File: src/hw/gmii_tx_pkg.sv
package gmii_tx_pkg;

    ////////////////////////////////////////////////////////////
    // widths
    localparam int BYTE_W = 8;
    localparam int LEN_W  = 12;
    localparam int TIME_W = 32;

    ////////////////////////////////////////////////////////////
    // ethernet framing
    // preamble count includes the sfd byte
    localparam logic [LEN_W-1:0]  PREAMBLE_LEN  = 12'd8;
    localparam logic [BYTE_W-1:0] PREAMBLE_BYTE = 8'h55;
    localparam logic [BYTE_W-1:0] SFD_BYTE      = 8'hD5;
    localparam logic [LEN_W-1:0]  FCS_LEN       = 12'd4;
    // minimum idle cycles between frames
    localparam logic [LEN_W-1:0]  IFG_LEN       = 12'd12;

    // crc-32, lsb first
    localparam logic [31:0] CRC_INIT           = 32'hFFFF_FFFF;
    localparam logic [31:0] CRC_POLY_REFLECTED = 32'hEDB8_8320;

    ////////////////////////////////////////////////////////////
    // ieee 1588 over ethernet
    localparam logic [BYTE_W-1:0] PTP_ETYPE_HI      = 8'h88;
    localparam logic [BYTE_W-1:0] PTP_ETYPE_LO      = 8'hF7;
    localparam logic [3:0]        PTP_MSG_DELAY_REQ = 4'h1;
    // payload byte indices, da at 0
    localparam logic [LEN_W-1:0]  PTP_ETYPE_IDX     = 12'd12;
    localparam logic [LEN_W-1:0]  PTP_TYPE_IDX      = 12'd14;
    // local time taken here
    localparam logic [LEN_W-1:0]  PTP_SAMPLE_IDX    = 12'd29;
    // first of four big-endian timestamp bytes
    localparam logic [LEN_W-1:0]  PTP_TS_IDX        = 12'd32;
    localparam logic [LEN_W-1:0]  PTP_WRITE_IDX     = 12'd39;

    ////////////////////////////////////////////////////////////
    // pointer fifo word, len excludes fcs
    typedef struct packed {
        logic [3:0]       flags;
        logic [LEN_W-1:0] len;
    } tx_ptr_t;

    // arbiter to serializer
    typedef struct packed {
        logic [3:0]       flags;
        logic             tte;
        logic [LEN_W-1:0] len;
    } frame_desc_t;

    // management report, flags[3] marks the tte queue
    typedef struct packed {
        logic [3:0]       flags;
        logic [LEN_W-1:0] len;
    } mgnt_report_t;

    // one payload byte as it leaves on gtx_d
    typedef struct packed {
        logic              valid;
        logic              last;
        logic [LEN_W-1:0]  index;
        logic [BYTE_W-1:0] data;
    } tx_byte_t;

endpackage

File: src/hw/eth_crc32.sv
`timescale 1ns/100ps

module eth_crc32 import gmii_tx_pkg::*; (
    input  logic              interface_clk,
    input  logic              rstn_mac,
    // control
    input  logic              crc_init,
    input  logic              crc_en,
    // one byte per enable
    input  logic [BYTE_W-1:0] crc_data,
    // running remainder, not inverted
    output logic [31:0]       crc_value
);

    logic [31:0] crc_next;

    // eight serial steps, lsb of the byte first
    always_comb begin : fold
        logic [31:0] c;
        c = crc_value;
        for (int i = 0; i < BYTE_W; i++) begin
            if (c[0] ^ crc_data[i]) begin
                c = (c >> 1) ^ CRC_POLY_REFLECTED;
            end else begin
                c = c >> 1;
            end
        end
        crc_next = c;
    end

    always_ff @(posedge interface_clk or negedge rstn_mac) begin
        if (!rstn_mac) begin
            crc_value <= CRC_INIT;
        end else if (crc_init) begin
            // preset wins over a fold
            crc_value <= CRC_INIT;
        end else if (crc_en) begin
            crc_value <= crc_next;
        end
    end

endmodule

File: src/hw/tx_queue_arbiter.sv
`timescale 1ns/100ps

module tx_queue_arbiter import gmii_tx_pkg::*; (
    input  logic              interface_clk,
    input  logic              rstn_mac,
    // pointer fifos
    input  tx_ptr_t           ptr_fifo_din,
    input  tx_ptr_t           tptr_fifo_din,
    input  logic              ptr_fifo_empty,
    input  logic              tptr_fifo_empty,
    output logic              ptr_fifo_rd,
    output logic              tptr_fifo_rd,
    // data fifos
    input  logic [BYTE_W-1:0] data_fifo_din,
    input  logic [BYTE_W-1:0] tdata_fifo_din,
    output logic              data_fifo_rd,
    output logic              tdata_fifo_rd,
    // descriptor to serializer
    output logic              desc_valid,
    output frame_desc_t       desc,
    input  logic              desc_ready,
    // payload
    input  logic              byte_req,
    output logic [BYTE_W-1:0] byte_data,
    // management
    output logic              tx_mgnt_valid,
    output mgnt_report_t      tx_mgnt_data,
    input  logic              tx_mgnt_resp
);

    typedef enum logic [1:0] {
        A_IDLE,
        A_PTR_READ,
        A_DESC_HELD
    } arb_state_t;

    arb_state_t state;
    // queue of the pointer being handled
    logic       grant_tte;
    // queue whose frame is on the wire
    logic       data_tte;
    // first cycle the word sits on the fifo output
    logic       ptr_fresh;
    logic       start;
    tx_ptr_t    ptr_sel;
    tx_ptr_t    ptr_q;
    tx_ptr_t    ptr_word;

    // new pointer only when idle and the last report is answered
    assign start = (state == A_IDLE) && !tx_mgnt_valid &&
                   (!tptr_fifo_empty || !ptr_fifo_empty);

    ////////////////////////////////////////////////////////////
    // pointer fetch fsm
    always_ff @(posedge interface_clk or negedge rstn_mac) begin
        if (!rstn_mac) begin
            state         <= A_IDLE;
            grant_tte     <= 1'b0;
            data_tte      <= 1'b0;
            ptr_fresh     <= 1'b0;
            ptr_fifo_rd   <= 1'b0;
            tptr_fifo_rd  <= 1'b0;
            tx_mgnt_valid <= 1'b0;
        end else begin
            // read strobes are single pulses
            ptr_fifo_rd  <= 1'b0;
            tptr_fifo_rd <= 1'b0;
            ptr_fresh    <= 1'b0;
            case (state)
                A_IDLE: begin
                    if (start) begin
                        // tte queue always first
                        grant_tte    <= !tptr_fifo_empty;
                        tptr_fifo_rd <= !tptr_fifo_empty;
                        ptr_fifo_rd  <= tptr_fifo_empty;
                        state        <= A_PTR_READ;
                    end
                end
                A_PTR_READ: begin
                    ptr_fresh <= 1'b1;
                    state     <= A_DESC_HELD;
                end
                A_DESC_HELD: begin
                    if (desc_ready) begin
                        state <= A_IDLE;
                    end
                end
                default: state <= A_IDLE;
            endcase
            // report goes out with the descriptor
            if (state == A_PTR_READ) begin
                tx_mgnt_valid <= 1'b1;
            end else if (tx_mgnt_valid && tx_mgnt_resp) begin
                tx_mgnt_valid <= 1'b0;
            end
            // steering follows the frame, not the next grant
            if (desc_valid && desc_ready) begin
                data_tte <= desc.tte;
            end
        end
    end

    // hold the word for the rest of the handshake
    always_ff @(posedge interface_clk) begin
        if (ptr_fresh) begin
            ptr_q <= ptr_sel;
        end
    end

    assign ptr_sel  = grant_tte ? tptr_fifo_din : ptr_fifo_din;
    assign ptr_word = ptr_fresh ? ptr_sel : ptr_q;

    ////////////////////////////////////////////////////////////
    // descriptor and report
    assign desc_valid = (state == A_DESC_HELD);

    always_comb begin
        desc.flags        = ptr_word.flags;
        desc.tte          = grant_tte;
        desc.len          = ptr_word.len;
        tx_mgnt_data.flags = {grant_tte, 3'b000};
        tx_mgnt_data.len   = ptr_word.len;
    end

    // payload read steering
    assign data_fifo_rd  = byte_req && !data_tte;
    assign tdata_fifo_rd = byte_req && data_tte;
    assign byte_data     = data_tte ? tdata_fifo_din : data_fifo_din;

endmodule

File: src/hw/gmii_frame_serializer.sv
`timescale 1ns/100ps

module gmii_frame_serializer import gmii_tx_pkg::*; (
    input  logic              interface_clk,
    input  logic              rstn_mac,
    // descriptor
    input  logic              desc_valid,
    input  frame_desc_t       desc,
    output logic              desc_ready,
    // payload fetch, one cycle ahead
    output logic              byte_req,
    input  logic [BYTE_W-1:0] byte_data,
    // gmii
    output logic              gtx_dv,
    output logic [BYTE_W-1:0] gtx_d,
    // payload as sent
    output tx_byte_t          tx_byte
);

    // state names what is on gtx_d right now
    typedef enum logic [2:0] {
        S_IDLE,
        S_PRE,
        S_DATA,
        S_FCS,
        S_GAP
    } ser_state_t;

    ser_state_t        state;
    logic [LEN_W-1:0]  cnt;
    logic [LEN_W-1:0]  len_q;
    logic              pay_last;
    // payload index of the byte being fetched
    logic [LEN_W:0]    req_idx;
    logic [1:0]        fcs_sel;
    logic [BYTE_W-1:0] fcs_byte;
    logic              crc_init;
    logic              crc_en;
    logic [31:0]       crc_value;

    assign desc_ready = (state == S_IDLE);
    assign pay_last   = (cnt == len_q - 1'b1);

    ////////////////////////////////////////////////////////////
    // frame sequencer
    always_ff @(posedge interface_clk or negedge rstn_mac) begin
        if (!rstn_mac) begin
            state  <= S_IDLE;
            cnt    <= '0;
            len_q  <= '0;
            gtx_dv <= 1'b0;
            gtx_d  <= '0;
        end else begin
            case (state)
                S_IDLE: begin
                    // transfer, first preamble byte next cycle
                    if (desc_valid) begin
                        state  <= S_PRE;
                        cnt    <= '0;
                        len_q  <= desc.len;
                        gtx_dv <= 1'b1;
                        gtx_d  <= PREAMBLE_BYTE;
                    end
                end
                S_PRE: begin
                    if (cnt == PREAMBLE_LEN - 1'b1) begin
                        state <= S_DATA;
                        cnt   <= '0;
                        gtx_d <= byte_data;
                    end else begin
                        cnt   <= cnt + 1'b1;
                        // sfd closes the preamble
                        gtx_d <= (cnt == PREAMBLE_LEN - LEN_W'(2)) ? SFD_BYTE : PREAMBLE_BYTE;
                    end
                end
                S_DATA: begin
                    if (pay_last) begin
                        state <= S_FCS;
                        cnt   <= '0;
                        gtx_d <= fcs_byte;
                    end else begin
                        cnt   <= cnt + 1'b1;
                        gtx_d <= byte_data;
                    end
                end
                S_FCS: begin
                    if (cnt == FCS_LEN - 1'b1) begin
                        state  <= S_GAP;
                        cnt    <= '0;
                        gtx_dv <= 1'b0;
                        gtx_d  <= '0;
                    end else begin
                        cnt   <= cnt + 1'b1;
                        gtx_d <= fcs_byte;
                    end
                end
                S_GAP: begin
                    // interframe gap
                    if (cnt == IFG_LEN - 1'b1) begin
                        state <= S_IDLE;
                        cnt   <= '0;
                    end else begin
                        cnt <= cnt + 1'b1;
                    end
                end
                default: state <= S_IDLE;
            endcase
        end
    end

    ////////////////////////////////////////////////////////////
    // payload fetch
    always_comb begin
        req_idx  = '0;
        byte_req = 1'b0;
        case (state)
            S_PRE: begin
                // reads start two bytes before the payload
                req_idx  = {1'b0, cnt} + (LEN_W+1)'(2) - {1'b0, PREAMBLE_LEN};
                byte_req = (cnt >= PREAMBLE_LEN - LEN_W'(2)) && (req_idx < {1'b0, len_q});
            end
            S_DATA: begin
                req_idx  = {1'b0, cnt} + (LEN_W+1)'(2);
                byte_req = (req_idx < {1'b0, len_q});
            end
            default: begin
                byte_req = 1'b0;
            end
        endcase
    end

    // fcs low byte first, inverted
    assign fcs_sel  = (state == S_FCS) ? cnt[1:0] + 2'd1 : 2'd0;
    assign fcs_byte = ~crc_value[fcs_sel*BYTE_W +: BYTE_W];

    // fold each payload byte as it is loaded into gtx_d
    assign crc_init = (state == S_IDLE);
    assign crc_en   = ((state == S_PRE) && (cnt == PREAMBLE_LEN - 1'b1)) ||
                      ((state == S_DATA) && !pay_last);

    eth_crc32 u_crc (
        .interface_clk (interface_clk),
        .rstn_mac      (rstn_mac),
        .crc_init      (crc_init),
        .crc_en        (crc_en),
        .crc_data      (byte_data),
        .crc_value     (crc_value)
    );

    // payload byte now on the wire
    always_comb begin
        tx_byte.valid = (state == S_DATA);
        tx_byte.last  = (state == S_DATA) && pay_last;
        tx_byte.index = cnt;
        tx_byte.data  = gtx_d;
    end

endmodule

File: src/hw/ptp_delay_req_timer.sv
`timescale 1ns/100ps

module ptp_delay_req_timer import gmii_tx_pkg::*; (
    input  logic              interface_clk,
    input  logic              rstn_mac,
    // outgoing payload
    input  tx_byte_t          tx_byte,
    // local time
    input  logic [TIME_W-1:0] counter_ns,
    // delay fifo
    input  logic              delay_fifo_full,
    output logic [TIME_W-1:0] delay_fifo_din,
    output logic              delay_fifo_wr
);

    typedef enum logic [1:0] {
        M_IDLE,
        M_ETYPE_LO,
        M_TYPE,
        M_DELAY_REQ
    } match_state_t;

    match_state_t      state;
    // local time at the sample byte
    logic [TIME_W-1:0] time_q;
    // timestamp carried in the frame
    logic [TIME_W-1:0] ts_q;
    logic              in_ts;

    assign in_ts = (tx_byte.index >= PTP_TS_IDX) &&
                   (tx_byte.index < PTP_TS_IDX + LEN_W'(TIME_W / BYTE_W));

    ////////////////////////////////////////////////////////////
    // delay_req match
    always_ff @(posedge interface_clk or negedge rstn_mac) begin
        if (!rstn_mac) begin
            state         <= M_IDLE;
            delay_fifo_wr <= 1'b0;
        end else begin
            delay_fifo_wr <= 1'b0;
            if (tx_byte.valid) begin
                case (state)
                    M_IDLE: begin
                        if (tx_byte.index == PTP_ETYPE_IDX && tx_byte.data == PTP_ETYPE_HI)
                            state <= M_ETYPE_LO;
                    end
                    M_ETYPE_LO: begin
                        if (tx_byte.index == PTP_ETYPE_IDX + 1'b1 &&
                            tx_byte.data == PTP_ETYPE_LO)
                            state <= M_TYPE;
                        else
                            state <= M_IDLE;
                    end
                    M_TYPE: begin
                        // low nibble is messageType
                        if (tx_byte.index == PTP_TYPE_IDX &&
                            tx_byte.data[3:0] == PTP_MSG_DELAY_REQ)
                            state <= M_DELAY_REQ;
                        else
                            state <= M_IDLE;
                    end
                    M_DELAY_REQ: begin
                        // dropped when the fifo is full
                        if (tx_byte.index == PTP_WRITE_IDX)
                            delay_fifo_wr <= !delay_fifo_full;
                    end
                    default: state <= M_IDLE;
                endcase
                // every frame starts a fresh match
                if (tx_byte.last)
                    state <= M_IDLE;
            end
        end
    end

    // time capture and delay result
    always_ff @(posedge interface_clk) begin
        if (tx_byte.valid && state == M_DELAY_REQ) begin
            if (tx_byte.index == PTP_SAMPLE_IDX)
                time_q <= counter_ns;
            // big-endian, msb first
            if (in_ts)
                ts_q <= {ts_q[TIME_W-BYTE_W-1:0], tx_byte.data};
            // wraps modulo 2^32
            if (tx_byte.index == PTP_WRITE_IDX)
                delay_fifo_din <= time_q - ts_q;
        end
    end

endmodule

File: src/hw/gmii_tx_top.sv
`timescale 1ns/100ps

module gmii_tx_top import gmii_tx_pkg::*; (
    input  logic               interface_clk,
    input  logic               rstn_mac,
    // pointer fifos
    input  tx_ptr_t            ptr_fifo_din,
    input  logic               ptr_fifo_empty,
    output logic               ptr_fifo_rd,
    input  tx_ptr_t            tptr_fifo_din,
    input  logic               tptr_fifo_empty,
    output logic               tptr_fifo_rd,
    // data fifos, a queued pointer implies its whole frame is buffered
    input  logic [BYTE_W-1:0]  data_fifo_din,
    input  logic               data_fifo_empty,
    output logic               data_fifo_rd,
    input  logic [BYTE_W-1:0]  tdata_fifo_din,
    input  logic               tdata_fifo_empty,
    output logic               tdata_fifo_rd,
    // gmii
    output logic               gtx_dv,
    output logic [BYTE_W-1:0]  gtx_d,
    // 1588
    input  logic [TIME_W-1:0]  counter_ns,
    input  logic               delay_fifo_full,
    output logic [TIME_W-1:0]  delay_fifo_din,
    output logic               delay_fifo_wr,
    // management
    output logic               tx_mgnt_valid,
    output mgnt_report_t       tx_mgnt_data,
    input  logic               tx_mgnt_resp
);

    // descriptor handshake
    logic              desc_valid;
    logic              desc_ready;
    frame_desc_t       desc;
    // payload fetch
    logic              byte_req;
    logic [BYTE_W-1:0] byte_data;
    // outgoing payload for the ptp watcher
    tx_byte_t          tx_byte;

    tx_queue_arbiter u_arbiter (.*);

    gmii_frame_serializer u_serializer (.*);

    ptp_delay_req_timer u_ptp_timer (.*);

endmodule

File: config.mk
export PLATFORM = sky130hd
export DESIGN_NAME = gmii_tx_top
export DESIGN_NICKNAME = d
export VERILOG_FILES = /design/src/hw/gmii_tx_pkg.sv /design/src/hw/eth_crc32.sv /design/src/hw/tx_queue_arbiter.sv /design/src/hw/gmii_frame_serializer.sv /design/src/hw/ptp_delay_req_timer.sv /design/src/hw/gmii_tx_top.sv
export SDC_FILE = /design/constraint.sdc
export NUM_CORES = 1
export LEC_CHECK = 0
export ABC_CLOCK_PERIOD_IN_PS = 4500
export BUFFER_PORTS_ARGS = -buffer_cell sky130_fd_sc_hd__buf_4
export CAP_MARGIN = 10
export CORE_ASPECT_RATIO = 1.4
export CORE_UTILIZATION = 56
export CTS_BUF_LIST = sky130_fd_sc_hd__clkbuf_4 sky130_fd_sc_hd__clkbuf_8
export DETAILED_ROUTE_END_ITERATION = 7
export GPL_TIMING_DRIVEN = 0
export PLACE_DENSITY = 0.78
export SLEW_MARGIN = 10
export SYNTH_ARGS = -nofsm -noshare
export SYNTH_HDL_FRONTEND = slang
export SYNTH_SLANG_ARGS = --single-unit
export TNS_END_PERCENT = 20
File: constraint.sdc
create_clock -name interface_clk -period 4.5 [get_ports interface_clk]
set_clock_uncertainty 0.05 [all_clocks]
set_input_delay 0.225 -clock interface_clk [delete_from_list [all_inputs] [get_ports interface_clk]]
set_output_delay 0.225 -clock interface_clk [all_outputs]
set_load 0.005 [all_outputs]
==> summary.md <==
| Metric | Value |
|---|---|
| Highest-delay cell along the critical path | `dfrtp_2` |
| Register area | `about 5100 um^2` |
| Compound-Gate Fraction of Synth Area | `14.63%` |
| Count leader, synth | `edfxtp_1` |
| Synth Cell Area | `~12,000 um^2` |
| Endpoint class of the critical path | `primary output` |
| Placed cells | `~1,500` |
| CTS Sinks | `187` |
| Critical path launch point type | `flop` |
| Period utilisation layout | `approximately 95%` |
| Global-route wire length before repair | `around 44,000 um` |
| Initial core utilization | `between 50% and 60%` |
| Footprint of the multi-input gates | `between 5000 and 6000 um^2` |
| Cell count after synthesis | `1,070` |
| Largest family of logic cells by synthesized area | `compound AO/OA/AOI/OAI gates` |
| Reg2reg start | `u_serializer.cnt[0]$_DFFE_PN0P_` |
| H-tree Lvls | `4` |
| Leakage power | `approximately 5.9 nW` |
| Top Ports | `roughly 150` |
| Synth Register Bits | `approximately 190` |
| CTS root buffer | `clkbuf_8` |
| Min-Delay Path Depth | `3` |
| Hold Path Class | `primary input to flop` |
| Bufs and invs on worst path | `1` |
| Finished Core Util | `between 60% and 70%` |
| Min Clock Period, post-route | `roughly 4.3 ns` |
| Nets@finish | `about 1,400` |
| Die width | `123.2 um` |
| Dominant synthesized flop cell | `edfxtp_1` |
| Chip Height | `171.7 um` |
| Synth top area share | `between 20% and 30%` |
| Largest net degree at the start of global routing | `80` |
| CP delay by family, top | `compound AO/OA/AOI/OAI gates` |
| CP Cell Sequence | `ha_1 -> nand3_1 -> xor2_2 -> o21ai_1 -> nor3_2 -> xnor2_1 -> ha_1 -> a21o_1 -> a211oi_1 -> o21ai_0 -> a31oi_1 -> nand4_1 -> a21boi_0 -> buf_4` |
| Status | `finished, final reports clean` |
| YS warnings | `0` |
| Pre-antenna DRT Iters | `6` |
| Tot Pwr | `approximately 7 mW` |
| Final HPWL DP | `a little over 20,000 um` |
| Core area | `about 20,000 um^2` |
| DRT iter0 DRCs | `around 570` |
| CTS tree | `done` |
| XOR/XNOR Fraction of Synth Area | `roughly an eighth` |
| Reg2reg setup slack | `0.98 ns` |
| Worst R2R End | `u_serializer.u_crc.crc_value[1]$_DFFE_PN1P_` |
| Rows | `61` |
| WS Path Type | `flop to primary output` |
| Crit-path max FO | `10` |
| Layout cells sized above 1 | `22.21%` |
| Antenna violations before repair | `0` |
| Vias in the first global route | `8,808` |
| DRC viols | `0` |
| Clock transition at the registers of the reported paths | `0.10 ns` |
| Slack of the critical path | `between 0.2 and 0.25 ns` |
| Ranking of synthesized cells by instance count | `96 x edfxtp_1, 83 x nand2_1, 76 x xnor2_1` |
| Worst-case clock buffer depth | `2` |
| Die area | `~21,000 um^2` |
| Total global-route track usage | `27.28%` |
| Number of synthesized flops with an enable pin | `96` |
| Post-route ant nets | `0` |
| Setup violators final | `0` |
| Max-slew headroom | `a little under a third` |
| Hold endpoint | `u_arbiter.ptr_q[9]$_DFF_P_` |
| Finished Cell Area | `between 10,000 and 15,000 um^2` |
| Max-slew violations | `0` |
| Total Neg Setup Slack | `0 ns` |
| Instance area after placement | `~13,000 um^2` |
| IO Port Bufs | `roughly 140` |
| Fmax | `234.4 MHz` |
| MaxCap Viol Count | `0` |
| Ant. Diodes | `0` |
| Power per cell area | `508.6 nW/um^2` |
| Simple-gate area share of the yosys netlist | `roughly an eighth` |
| Synth Area in Adders | `between 7 and 8%` |
| Synth area leader | `edfxtp_1` |
| Async set-reset flop share out of synthesis | `42.25%` |
| Reg2reg path depth | `10` |
| Sequential share of the synthesized area | `44.65%` |
| Synth Area per Inst | `about 11 um^2` |
| Crit path largest cell delay | `0.51 ns` |
| Top cells by area, synth | `edfxtp_1 25%, dfrtp_1 10%, dfstp_2 7.3%` |
| Area Growth Syn to Fin | `19.14%` |
| Worst Hold Launch | `ptr_fifo_din[9]` |
| Num CTS Buffers | `17` |
| Worst VDD drop | `0.0005086 V` |
| Library cells used by synthesis | `86` |
| Vias | `a little under 9,000` |
| Total gr overflow | `0` |
| Top cell by count, worst path | `ha_1` |
| Post-synthesis mux area share | `4.521%` |
| Worst slew pin tran | `roughly 1.0 ns` |
| GPL Wtd Cong | `between 0.9 and 1` |
| Hold Slack | `roughly 0.088 ns` |
| WL final | `27,440 um` |
| Final Hold Viols | `0` |
| WP data arrival | `3.99 ns` |
| Filler Cell Count | `1,543` |
| Vias per Instance | `5.743` |
| Critical Path RT | `4.22 ns` |
| RSZ-0062 raised after global routing | `false` |
| Clock Latency Late Sink | `approximately 0.47 ns` |
| Fin cells | `~1,500` |
| Wire per inst | `about 18 um` |
| Pre-CTS setup slack | `0.3755 ns` |
[layout make-up]
class                   instances  share of cell area [%]
plain buffers                  54                   2.189
clock buffers                  18                   1.761
clock inverters                13                   1.031
inverters                      70                   1.916
multi-input cells             761                   42.62
flip-flops and latches        187                   37.48
well taps                     252                   2.299
repair buffers                180                   10.70
[sequential cells by signal, indices dropped and copies added, names as in the netlist]
name	flops
u_arbiter.tx_mgnt_valid	1
u_ptp_timer.state	2
u_ptp_timer.delay_fifo_din	32
u_serializer.cnt	12
u_arbiter.tptr_fifo_rd	1
u_serializer.state	3
u_ptp_timer.ts_q	32
u_serializer.gtx_d	8
u_serializer.len_q	12
u_serializer.gtx_dv	1
u_arbiter.state	2
u_arbiter.data_tte	1
u_ptp_timer.delay_fifo_wr	1
u_arbiter.ptr_fifo_rd	1
u_arbiter.ptr_fresh	1
u_serializer.u_crc.crc_value	32
u_arbiter.grant_tte	1
u_ptp_timer.time_q	32
u_arbiter.ptr_q	12
[worst max path at each step]
stage                                    startpoint                                       to  slack [ns]  cells after the start
finish              u_serializer.cnt[1]$_DFFE_PN0P_                            tdata_fifo_rd        0.23                     14
global route        u_serializer.cnt[1]$_DFFE_PN0P_                            tdata_fifo_rd        0.08                     14
CTS                 u_serializer.cnt[1]$_DFFE_PN0P_                            tdata_fifo_rd        0.03                     14
detailed placement  u_serializer.cnt[1]$_DFFE_PN0P_                            tdata_fifo_rd        0.38                     14
global placement    u_serializer.cnt[3]$_DFFE_PN0P_  u_ptp_timer.delay_fifo_din[0]$_DFFE_PP_       -0.80                      4
floorplan           u_serializer.cnt[3]$_DFFE_PN0P_  u_ptp_timer.delay_fifo_din[0]$_DFFE_PP_        0.43                      4
[layout by cell type, fill, tap and decap left out, drive strengths merged, types with 30 or more instances in the layout]
cell type | netlist | final
dlygate4sd3 | 0 | 37
a21oi | 57 | 57
ha | 64 | 64
xnor2 | 93 | 93
inv | 70 | 74
dfrtp | 47 | 47
o21ai | 38 | 38
nand2 | 84 | 84
o211ai | 37 | 37
nor2 | 52 | 52
buf | 30 | 173
xor2 | 36 | 36
dfstp | 32 | 32
mux2i | 30 | 30
edfxtp | 96 | 96
clkbuf | 24 | 42
[report_power, final]
part	total, mW	internal (mW)	switching [mW]
sequential	2.33	2.08	0.256
clock	1.12	0.501	0.623
combinational	3.52	1.61	1.91
[worst register-to-register path: cells and delay by family, from the launching register on]
kind / cells / cell delay (ns)
buffers and inverters: 3 / 1.33
AND/OR/NAND/NOR: 4 / 0.87
flip-flops: 1 / 0.50
adder cells (fa/ha/maj): 1 / 0.35
AO/OA/AOI/OAI: 2 / 0.35
[logic make-up after synthesis]
logic type | Yosys count
compound gates | 245
simple gates | 276
fa+ha+maj | 65
mux | 43
xor+xnor | 129
buf+inv | 124
flops | 187
other cells | 1
[routing by layer]
metal,track usage (%),part of all wire (%),wire length (um),up-vias
li1,-,-,-,4244
met4,12.57,3.9,1083,0
met1,29.77,37,10230,4183
met2,51.30,54,14920,310
met3,3.581,4.4,1205,78
met5,0,0,0,-
[repair_timing]
action	CTS	global route
endpoints found under the setup margin	2	2
buffers inserted	0	2
resized for setup	1	3
hold endpoints to repair	85	0
pin swaps	0	1
hold buffers	37	0
Note: power is estimated with default switching activity, not from simulation.
